==> config.mk <==
export PLATFORM = sky130hd
export DESIGN_NAME = decode_top
export DESIGN_NICKNAME = d
export VERILOG_FILES = /design/src/design/decode_pkg.sv /design/src/design/hs_slot.sv /design/src/design/decode_imm.sv /design/src/design/decode_reg_fields.sv /design/src/design/decode_rs3.sv /design/src/design/decode_top.sv
export SDC_FILE = /design/constraint.sdc
export NUM_CORES = 1
export LEC_CHECK = 0
export BUFFER_PORTS_ARGS = -buffer_cell sky130_fd_sc_hd__buf_2
export CORE_MARGIN = 2
export CORE_UTILIZATION = 25
export DETAILED_ROUTE_END_ITERATION = 6
export PLACE_DENSITY_LB_ADDON = 0.1
export SYNTH_ARGS = -nofsm -noshare
export SYNTH_HDL_FRONTEND = slang
export SYNTH_SLANG_ARGS = --single-unit
==> constraint.sdc <==
create_clock -name clk -period 17 [get_ports clk]
set_input_delay 2.55 -clock clk [delete_from_list [all_inputs] [get_ports clk]]
set_output_delay 2.55 -clock clk [all_outputs]
set_load 0.03 [all_outputs]
==> src/design/decode_pkg.sv <==
// Shared definitions for the operand-decode stage
// Opcodes, postfix field positions, register numbers and the bundle and micro-op types

package decode_pkg;

	// ========================================================================
	// Opcodes and register numbers
	// ========================================================================

	// Architectural register number, 127 is hardwired zero and 0 means no operand
	typedef logic [6:0] aregno_t;

	localparam aregno_t AREG_NONE = 7'd0;
	localparam aregno_t AREG_ZERO = 7'd127;

	// Primary opcodes seen in the low word of a bundle
	typedef enum logic [6:0] {
		OP_ADD   = 7'h04,
		OP_SUB   = 7'h05,
		OP_AND   = 7'h08,
		OP_R3B   = 7'h10,
		OP_R3W   = 7'h11,
		OP_R3T   = 7'h12,
		OP_R3O   = 7'h13,
		OP_BEQ   = 7'h26,
		OP_BNE   = 7'h27,
		OP_STB   = 7'h38,
		OP_STW   = 7'h39,
		OP_STT   = 7'h3a,
		OP_STORE = 7'h3b,
		OP_STI   = 7'h3c,
		OP_STPTR = 7'h3d
	} opcode_t;

	// Postfix opcodes, they live in the low 7 bits of the postfix slot
	localparam logic [6:0] OP_REXT = 7'h7d;
	localparam logic [6:0] OP_IMMC = 7'h7e;

	// ========================================================================
	// Field positions within the 96-bit bundle
	// ========================================================================

	localparam int POSTFIX_OP_LSB = 48;
	localparam int REXT_RD_LSB    = 55;
	localparam int REXT_RS1_LSB   = 62;
	localparam int REXT_RS2_LSB   = 69;
	localparam int REXT_RS3_LSB   = 76;
	localparam int IMMC_LSB       = 55;

	// The 48-bit instruction word, most significant member first
	typedef struct packed {
		logic [15:0] imm16;
		logic [4:0]  rsv;
		logic [4:0]  rs3;
		logic [4:0]  rs2;
		logic [4:0]  rs1;
		logic [4:0]  rd;
		opcode_t     opcode;
	} instr_word_t;

	// Word in the low half and one postfix slot in the high half
	typedef struct packed {
		logic [47:0] postfix;
		instr_word_t word;
	} fetch_bundle_t;

	// Decoded micro-op handed to the rename stage, 73 bits
	typedef struct packed {
		opcode_t     opcode;
		aregno_t     rd;
		aregno_t     rs1;
		aregno_t     rs2;
		aregno_t     rs3;
		logic        rdz;
		logic        rs1z;
		logic        rs2z;
		logic        rs3z;
		logic        has_immc;
		logic        has_rext;
		logic [31:0] imm;
	} decoded_op_t;

	// ========================================================================
	// Opcode classes
	// ========================================================================

	function automatic logic is_store(opcode_t op);
		return op inside {OP_STB, OP_STW, OP_STT, OP_STORE, OP_STI, OP_STPTR};
	endfunction

	function automatic logic is_r3(opcode_t op);
		return op inside {OP_R3B, OP_R3W, OP_R3T, OP_R3O};
	endfunction

	function automatic logic is_branch(opcode_t op);
		return op inside {OP_BEQ, OP_BNE};
	endfunction

endpackage

==> src/design/hs_slot.sv <==
// Handshake slot
// One-entry holding register between a four-phase req/ack sink and source

`timescale 1ns/1ps

module hs_slot #(
	parameter type payload_t = logic
) (
	input  logic     clk,
	input  logic     arst_n,
	input  logic     snk_req,
	output logic     snk_ack,
	input  payload_t snk_data,
	output logic     src_req,
	input  logic     src_ack,
	output payload_t src_data
);

	logic     full;
	logic     capture;
	payload_t data_q;

	// Take a new item only when empty, the sink cycle has returned to zero
	// and the downstream ack from the previous item has dropped
	assign capture = snk_req && !full && !snk_ack && !src_ack;

	// ========================================================================
	// Control state
	// ========================================================================

	always_ff @(posedge clk or negedge arst_n)
	begin
		if (!arst_n)
		begin
			full    <= 1'b0;
			snk_ack <= 1'b0;
		end
		else
		begin
			// Sink side, ack rises on capture and falls once req is seen low
			if (capture)
				snk_ack <= 1'b1;
			else if (snk_ack && !snk_req)
				snk_ack <= 1'b0;

			// Source side, the entry stays full until the consumer acks it
			if (capture)
				full <= 1'b1;
			else if (full && src_ack)
				full <= 1'b0;
		end
	end

	// Payload register, written only at capture
	always_ff @(posedge clk)
	begin
		if (capture)
			data_q <= snk_data;
	end

	// The outgoing request is the full flag itself
	assign src_req  = full;
	assign src_data = data_q;

	// ========================================================================
	// Assertions
	// ========================================================================

	// Payload holds steady for as long as the request waits for its ack
	a_src_stable: assert property (@(posedge clk) disable iff (!arst_n)
		src_req && !src_ack |=> $stable(src_data));

	// A sink ack only rises out of an empty slot, so nothing is overwritten
	a_no_capture_full: assert property (@(posedge clk) disable iff (!arst_n)
		$rose(snk_ack) |-> $past(!full));

endmodule

==> src/design/decode_imm.sv <==
// Postfix and immediate decoder
// Spots IMMC and REXT postfixes and forms the 32-bit immediate

`timescale 1ns/1ps

module decode_imm (
	input  decode_pkg::fetch_bundle_t bundle,
	output logic                      has_immc,
	output logic                      has_rext,
	output logic [31:0]               imm
);

	logic [6:0]  post_op;
	logic [31:0] immc_val;
	logic [31:0] imm16_sx;

	// ========================================================================
	// Postfix detection
	// ========================================================================

	// Only one postfix slot exists, so at most one of the flags is set
	assign post_op = bundle[decode_pkg::POSTFIX_OP_LSB +: 7];

	assign has_immc = (post_op == decode_pkg::OP_IMMC);
	assign has_rext = (post_op == decode_pkg::OP_REXT);

	// ========================================================================
	// Immediate
	// ========================================================================

	// The constant carried by an IMMC postfix sits just above its opcode
	assign immc_val = bundle[decode_pkg::IMMC_LSB +: 32];

	// Word immediate, sign-extended from bit 15
	assign imm16_sx = {{16{bundle.word.imm16[15]}}, bundle.word.imm16};

	// An IMMC constant takes priority over the short word immediate
	always_comb
	begin
		if (has_immc)
			imm = immc_val;
		else
			imm = imm16_sx;
	end

endmodule

==> src/design/decode_reg_fields.sv <==
// Register field decoder
// Forms Rd, Rs1 and Rs2 from the word or a REXT postfix, with zero-register flags

`timescale 1ns/1ps

module decode_reg_fields (
	input  decode_pkg::fetch_bundle_t bundle,
	input  logic                      has_rext,
	output decode_pkg::aregno_t       rd,
	output decode_pkg::aregno_t       rs1,
	output decode_pkg::aregno_t       rs2,
	output logic                      rdz,
	output logic                      rs1z,
	output logic                      rs2z
);

	decode_pkg::aregno_t rd_raw;
	logic                no_dest;

	// ========================================================================
	// Field selection
	// ========================================================================

	// A REXT postfix carries full 7-bit numbers and supersedes the 5-bit fields
	always_comb
	begin
		if (has_rext)
		begin
			rd_raw = bundle[decode_pkg::REXT_RD_LSB +: 7];
			rs1    = bundle[decode_pkg::REXT_RS1_LSB +: 7];
			rs2    = bundle[decode_pkg::REXT_RS2_LSB +: 7];
		end
		else
		begin
			// Plain words reach only the low 32 registers
			rd_raw = {2'b00, bundle.word.rd};
			rs1    = {2'b00, bundle.word.rs1};
			rs2    = {2'b00, bundle.word.rs2};
		end
	end

	// ========================================================================
	// Destination
	// ========================================================================

	// Stores use the Rd field for their data and branches write nothing
	assign no_dest = decode_pkg::is_store(bundle.word.opcode) ||
		decode_pkg::is_branch(bundle.word.opcode);

	assign rd = no_dest ? decode_pkg::AREG_NONE : rd_raw;

	// Zero flags mark the hardwired-zero register
	assign rdz  = (rd == decode_pkg::AREG_ZERO);
	assign rs1z = (rs1 == decode_pkg::AREG_ZERO);
	assign rs2z = (rs2 == decode_pkg::AREG_ZERO);

endmodule

==> src/design/decode_rs3.sv <==
// Third source register decoder
// Picks Rs3 by opcode class, REXT postfix and IMMC constant override

`timescale 1ns/1ps

module decode_rs3 (
	input  decode_pkg::fetch_bundle_t bundle,
	input  logic                      has_immc,
	input  logic                      has_rext,
	output decode_pkg::aregno_t       rs3,
	output logic                      rs3z
);

	decode_pkg::aregno_t rext_rs3;
	decode_pkg::opcode_t op;

	assign op       = bundle.word.opcode;
	assign rext_rs3 = bundle[decode_pkg::REXT_RS3_LSB +: 7];

	// An IMMC constant takes the place of the third operand
	always_comb
	begin
		if (has_immc)
			rs3 = decode_pkg::AREG_NONE;
		else if (decode_pkg::is_store(op))
		begin
			// Store data is named by the word's Rd field
			rs3 = has_rext ? rext_rs3 : {2'b00, bundle.word.rd};
		end
		else if (decode_pkg::is_r3(op))
			rs3 = has_rext ? rext_rs3 : {2'b00, bundle.word.rs3};
		else
			rs3 = decode_pkg::AREG_NONE;
	end

	assign rs3z = (rs3 == decode_pkg::AREG_ZERO);

endmodule

==> src/design/decode_top.sv <==
// Operand-decode stage top level
// Input slot, combinational decoders and an output slot on four-phase links

`timescale 1ns/1ps

module decode_top (
	input  logic                      clk,
	input  logic                      arst_n,
	input  logic                      in_req,
	output logic                      in_ack,
	input  decode_pkg::fetch_bundle_t in_bundle,
	output logic                      out_req,
	input  logic                      out_ack,
	output decode_pkg::decoded_op_t   out_op
);

	decode_pkg::fetch_bundle_t held;
	decode_pkg::decoded_op_t   mid_op;
	logic                      mid_req;
	logic                      mid_ack;

	// ========================================================================
	// Input slot, the decoders read its held bundle
	// ========================================================================

	hs_slot #(.payload_t(decode_pkg::fetch_bundle_t)) slot_in (
		.clk(clk), .arst_n(arst_n),
		.snk_req(in_req), .snk_ack(in_ack), .snk_data(in_bundle),
		.src_req(mid_req), .src_ack(mid_ack), .src_data(held)
	);

	// Postfix flags feed both register decoders
	decode_imm u_imm (
		.bundle(held), .has_immc(mid_op.has_immc), .has_rext(mid_op.has_rext),
		.imm(mid_op.imm)
	);

	decode_reg_fields u_regs (
		.bundle(held), .has_rext(mid_op.has_rext),
		.rd(mid_op.rd), .rs1(mid_op.rs1), .rs2(mid_op.rs2),
		.rdz(mid_op.rdz), .rs1z(mid_op.rs1z), .rs2z(mid_op.rs2z)
	);

	decode_rs3 u_rs3 (
		.bundle(held), .has_immc(mid_op.has_immc), .has_rext(mid_op.has_rext),
		.rs3(mid_op.rs3), .rs3z(mid_op.rs3z)
	);

	assign mid_op.opcode = held.word.opcode;

	// ========================================================================
	// Output slot
	// ========================================================================

	hs_slot #(.payload_t(decode_pkg::decoded_op_t)) slot_out (
		.clk(clk), .arst_n(arst_n),
		.snk_req(mid_req), .snk_ack(mid_ack), .snk_data(mid_op),
		.src_req(out_req), .src_ack(out_ack), .src_data(out_op)
	);

endmodule

[Word-level counts from Yosys, hierarchy flattened]
Index checks and enable logic that the tools add are counted.
Cells by class
  equal/unequal tests: 18
  mux-type cells: 18
  reduce and logical (&&, ||, !) cells: 24
Operators with widths (number)
  $mux 7: 9
  $eq 7x6->1 const B: 8
  $eq 7x7->1 const B: 6
  $mux 32: 1
  $eq 7x5->1 const B: 4
  $logic_and 1x1->1: 10
  $reduce_bool 2->1: 5
  $mux 1: 8
  $logic_not 1->1: 6
  $reduce_bool 6->1: 1
  $reduce_bool 4->1: 1
  $logic_or 1x1->1: 1
Storage, ports and cells
  logic and storage cells: 83
  register bits: 159
  input bits: 100
  output and inout port bits: 75

[Longest topological paths before layout]
  depth in word-level cells: 6
  depth in mapped cells: 6
  mapped depth without buffers: 4

[Hierarchy]
Synthesis repeated with hierarchy kept, for this count alone.
Second synthesis, totals
  cells, all modules: 320
  area, all modules: 6352.3 um^2
By module, submodules not included
  hs_slot (slot_in): times used 1, cells an instance 104, area each 2976.6 um^2, sequential area each 2932.8 um^2
  hs_slot (slot_out): times used 1, cells an instance 81, area each 2285.9 um^2, sequential area each 2242.2 um^2
  decode_imm: times used 1, cells an instance 45, area each 406.6 um^2, sequential area each 0.0 um^2
  decode_reg_fields: times used 1, cells an instance 50, area each 399.1 um^2, sequential area each 0.0 um^2
  decode_rs3: times used 1, cells an instance 40, area each 284.0 um^2, sequential area each 0.0 um^2

[Least setup slack after synthesis]
Ideal clock, no wire load.
  path type: input -> register
  start: input port in_req
  end: register slot_in.data_q (netlist bit slot_in.src_data[0]) (enable)
  library setup time: 758 ps
  required time: 16242 ps
  cell stages on the path: 1
  buffers on the path: 0
  data arrival time: 10947 ps
  setup slack: 5295 ps
  cell sequence: nor4b_1
Between the ends
  word-level cells in the longest chain between the ends: 3
Ends and longest elaborated chain
  from (decl): line decode_top.sv:9  | input logic in_req,
  $logic_and 1x1->1 (3 in series): line hs_slot.sv:25  | assign capture = snk_req && !full && !snk_ack && !src_ack;
  to (signal assigned): line hs_slot.sv:58  | data_q <= snk_data;
  to (decl): line hs_slot.sv:21  | payload_t data_q;
No other way between the ends.
A chain may end at the register's enable or synchronous reset.

[Final worst setup path]
  start: input port out_ack
  end: register slot_out.data_q (netlist bit slot_out.src_data[16]) (enable)
Between the ends
  word-level cells in the longest chain between the ends: 2
Ends and longest elaborated chain
  from (decl): line decode_top.sv:13  | input logic out_ack,
  $logic_not 1->1: line hs_slot.sv:25
  $logic_and 1x1->1: line hs_slot.sv:25
  named net slot_out.capture: line hs_slot.sv:20  | logic capture;
  to (signal assigned): line hs_slot.sv:58
  to (decl): line hs_slot.sv:21
The timed path passes the listed nets, and every way through them passes these cells.

==> results.cfg <==
[grt]
grt_first_pass_wirelength_microns = 20500
grt_pass1_vias = 3458
grt_overflow = 0
track_usage = 0.113
grt_start_max_net_pins = 74
antenna_found_initial = 3

[final_layout]
final_common_cell = buf_2
final_cell_mix = buf_2 (160), edfxtp_1 (155), a21o_1 (18)
register_area_sq_um = 4750
multi_input_area_sq_um = 1090
nets = 577
synthToLayoutAreaGrowth_pct = 30.0
post-route-util = 0.329
stdcell_area_sq_um = 7710
drive_gt1_frac = 0.480
fillers = 2355

[die]
start_util = 0.253
design.core.area_sq_um = 23400
io_pins = 175
die_width_microns = 158
die_area_sq_um = 25000
die_height_microns = 158
rows = 56

[cts]
cts_buffers = 17
cts_buffer_depth = 2
post-cts-setup-buffer-count = 0
cts-root-buf = clkbuf_16
cts_tree = built
cts_hold_buf = 0
h-tree-depth = 4
post_cts_resized = 0
insertion_delay_ns = 0.42
cts.sinks = 159
clk_pin_slew_ns = 0.07

[logic_synthesis]
synth_xor_area_frac = 0.00148
avgSynthCellArea_sq_um = 19.8
postSynth.asyncResetShare = 0.0252
synth_area_sq_um = 5930
syn_nets = 400
synth_fa_ha_area_frac = 0
synth-seq-cells = 159
synth_edf_count = 155
ys_seq_area_frac = 0.802
yosys.area_share.simple = 0.0794
ys_warn_count = 0
syn_inst = 300
muxShareOfSynthArea = 0.0559
synth_ff_type = edfxtp_1
synth_top_family_by_area = simple AND/OR/NAND/NOR gates
synth_compound_area_frac = 0.0448
synth.distinct_cells = 44

[critical_path]
worstPathMaxFanout = 73
cp.required_ns = 17.03
cp-start-kind = input port
cp_cell_sequence = buf_2 -> nor3_2 -> buf_4
cp-end-kind = register
crit_type = in2reg
timing.rr.start = slot_in.src_data[49]$_DFFE_PP_
critical_path.startpoint = out_ack
critPathArrivalTime_ns = 3.69
cp_slowest_cell = buf_4
max_stage_delay_ns = 0.80

[route]
wl_per_cell_microns = 16.9
routed_via_density = 4.09
drt_drc_violations_left = 0
drt_iter0_markers = 139
drt_wl_total_microns = 13700
firstDrtPassIters = 4
antenna_left = 0
num_vias = 3309

[placed_design]
place_ws_ns = 12.91
dp_hpwl_microns = 9030
dpl_cell_area_sq_um = 7110
gp_congestion = 0.692
io_buffers = 160

[timing]
layout_setup_ws_ns = 13.35
skew_ns = 0.00890
finalHoldViolCount = 0
rsz0062_at_grt = false
setup_viol = 0
fin_tns_setup_ns = 0
worst_slew_pin_slew_ns = 1.05
drv_slew = 0
fin_crit_sh = 0.215
period_needed_ns = 3.65
clock.fmax_ghz = 0.274
slew_headroom = 0.302

[worst_hold_path]
worst_hold_path_type = reg2reg
hp-start = slot_in.src_data[0]$_DFFE_PP_

[pwr]
seqPwrFrac = 0.490
p_per_area_nw_per_um2 = 153
p_int_uw = 817
p_sw_frac = 0.305
pwr-share-comb = 0.178
leakage_uw = 0.00292
power_switching_uw = 359
irDropWorstVdd_uv = 102
p_clk_frac = 0.332

[flow_run]
drv_cap = 0

[outcome]
outcome = finished, final reports clean
registers in the layout, indices dropped and copies added (netlist names):
register / cells
slot_out.snk_ack: 1
slot_out.src_data: 73
slot_in.snk_ack: 1
slot_in.src_req: 1
slot_in.src_data: 82
slot_out.src_req: 1
cells in the mapped netlist, types with 2 or more instances:
| library cell | number | share of area |
|---|---|---|
| and3_1 | 3 | 0.0032 |
| buf_2 | 2 | 0.0017 |
| a21oi_1 | 5 | 0.0042 |
| dfrtp_1 | 4 | 0.017 |
| nand2_1 | 6 | 0.0038 |
| and2_2 | 2 | 0.0025 |
| nand3_1 | 6 | 0.0051 |
| nor2b_1 | 3 | 0.0032 |
| and3b_1 | 3 | 0.0044 |
| nand2b_1 | 3 | 0.0032 |
| and4_1 | 4 | 0.0059 |
| and4b_1 | 2 | 0.0034 |
| nor4b_4 | 2 | 0.0080 |
| mux2i_1 | 5 | 0.0084 |
| nand4_1 | 5 | 0.0053 |
| nor2_1 | 8 | 0.0051 |
| o21ai_0 | 2 | 0.0017 |
| a21o_2 | 4 | 0.0059 |
| a21o_1 | 18 | 0.023 |
| mux2_1 | 8 | 0.015 |
| mux2_2 | 17 | 0.032 |
| edfxtp_1 | 155 | 0.79 |
| inv_1 | 2 | 0.0013 |
| buf_6 | 6 | 0.011 |
| and2_1 | 3 | 0.0032 |
| nand3b_1 | 4 | 0.0051 |
final cells by class:
class / instances / area share
inverter: 3 / 0.00146
clock inverter: 15 / 0.0222
timing repair buffer: 167 / 0.111
multi-input combinational: 129 / 0.141
tap: 319 / 0.0518
clock buffer: 17 / 0.0552
antenna: 1 / 0.000325
sequential: 159 / 0.617
power groups by stage:
| stage | combinational (uW) | sequential, uW | clock [uW] |
|---|---|---|---|
| 2_1_floorplan | 74.5 | 662 | 0 |
| 3_3_place_gp | 212 | 583 | 0 |
| 3_5_place_dp | 215 | 586 | 0 |
| 4_1_cts | 216 | 578 | 404 |
| 5_1_grt | 227 | 586 | 419 |
| 6_report | 210 | 576 | 390 |
metal layers:
layer  up-vias  GRT usage  wire (microns)
met5         -          0              30
met2        91      0.179            6670
met4         4     0.0459             189
met1      1654      0.144            6080
met3        14     0.0359             723
li1       1546          -               -
per-stage QoR:
stage	hold slack, ns	std cells	total power [uW]
after floorplan	0.400	300	737
after global placement	0.402	777	796
after detailed placement	0.420	777	801
after CTS	0.422	809	1200
after global routing	0.425	810	1230
final	0.423	810	1180
cells by family (layout without fill, tap and decap cells):
kind of cell / Yosys count / after routing
other: 0 / 1
and+or+nand+nor: 63 / 63
xor gates and xnor gates: 1 / 1
muxes: 30 / 30
AOI/OAI and AO/OA: 35 / 35
DFF: 159 / 159
buffers and inverters: 12 / 202
critical path, delay by kind of cell:
family	cells	cell delay (ns)
buffers and inverters	2	0.92
and+or+nand+nor	1	0.14
path summary, 6_finish.rpt:
kind                                                   endpoint  slack, ns  depth (start not counted)
worst max-delay path            slot_out.src_data[16]$_DFFE_PP_      13.35                          3
worst min register to register  slot_out.src_data[66]$_DFFE_PP_       0.42                          0
worst max register to register  slot_out.src_data[29]$_DFFE_PP_      14.62                          5
max in group asynchronous           slot_in.src_req$_DFFE_PN0P_      14.96                          1
min in group asynchronous          slot_out.src_req$_DFFE_PN0P_       1.92                          1
worst min-delay path            slot_out.src_data[66]$_DFFE_PP_       0.42                          0
No activity file was read; power rests on OpenSTA's default activity.
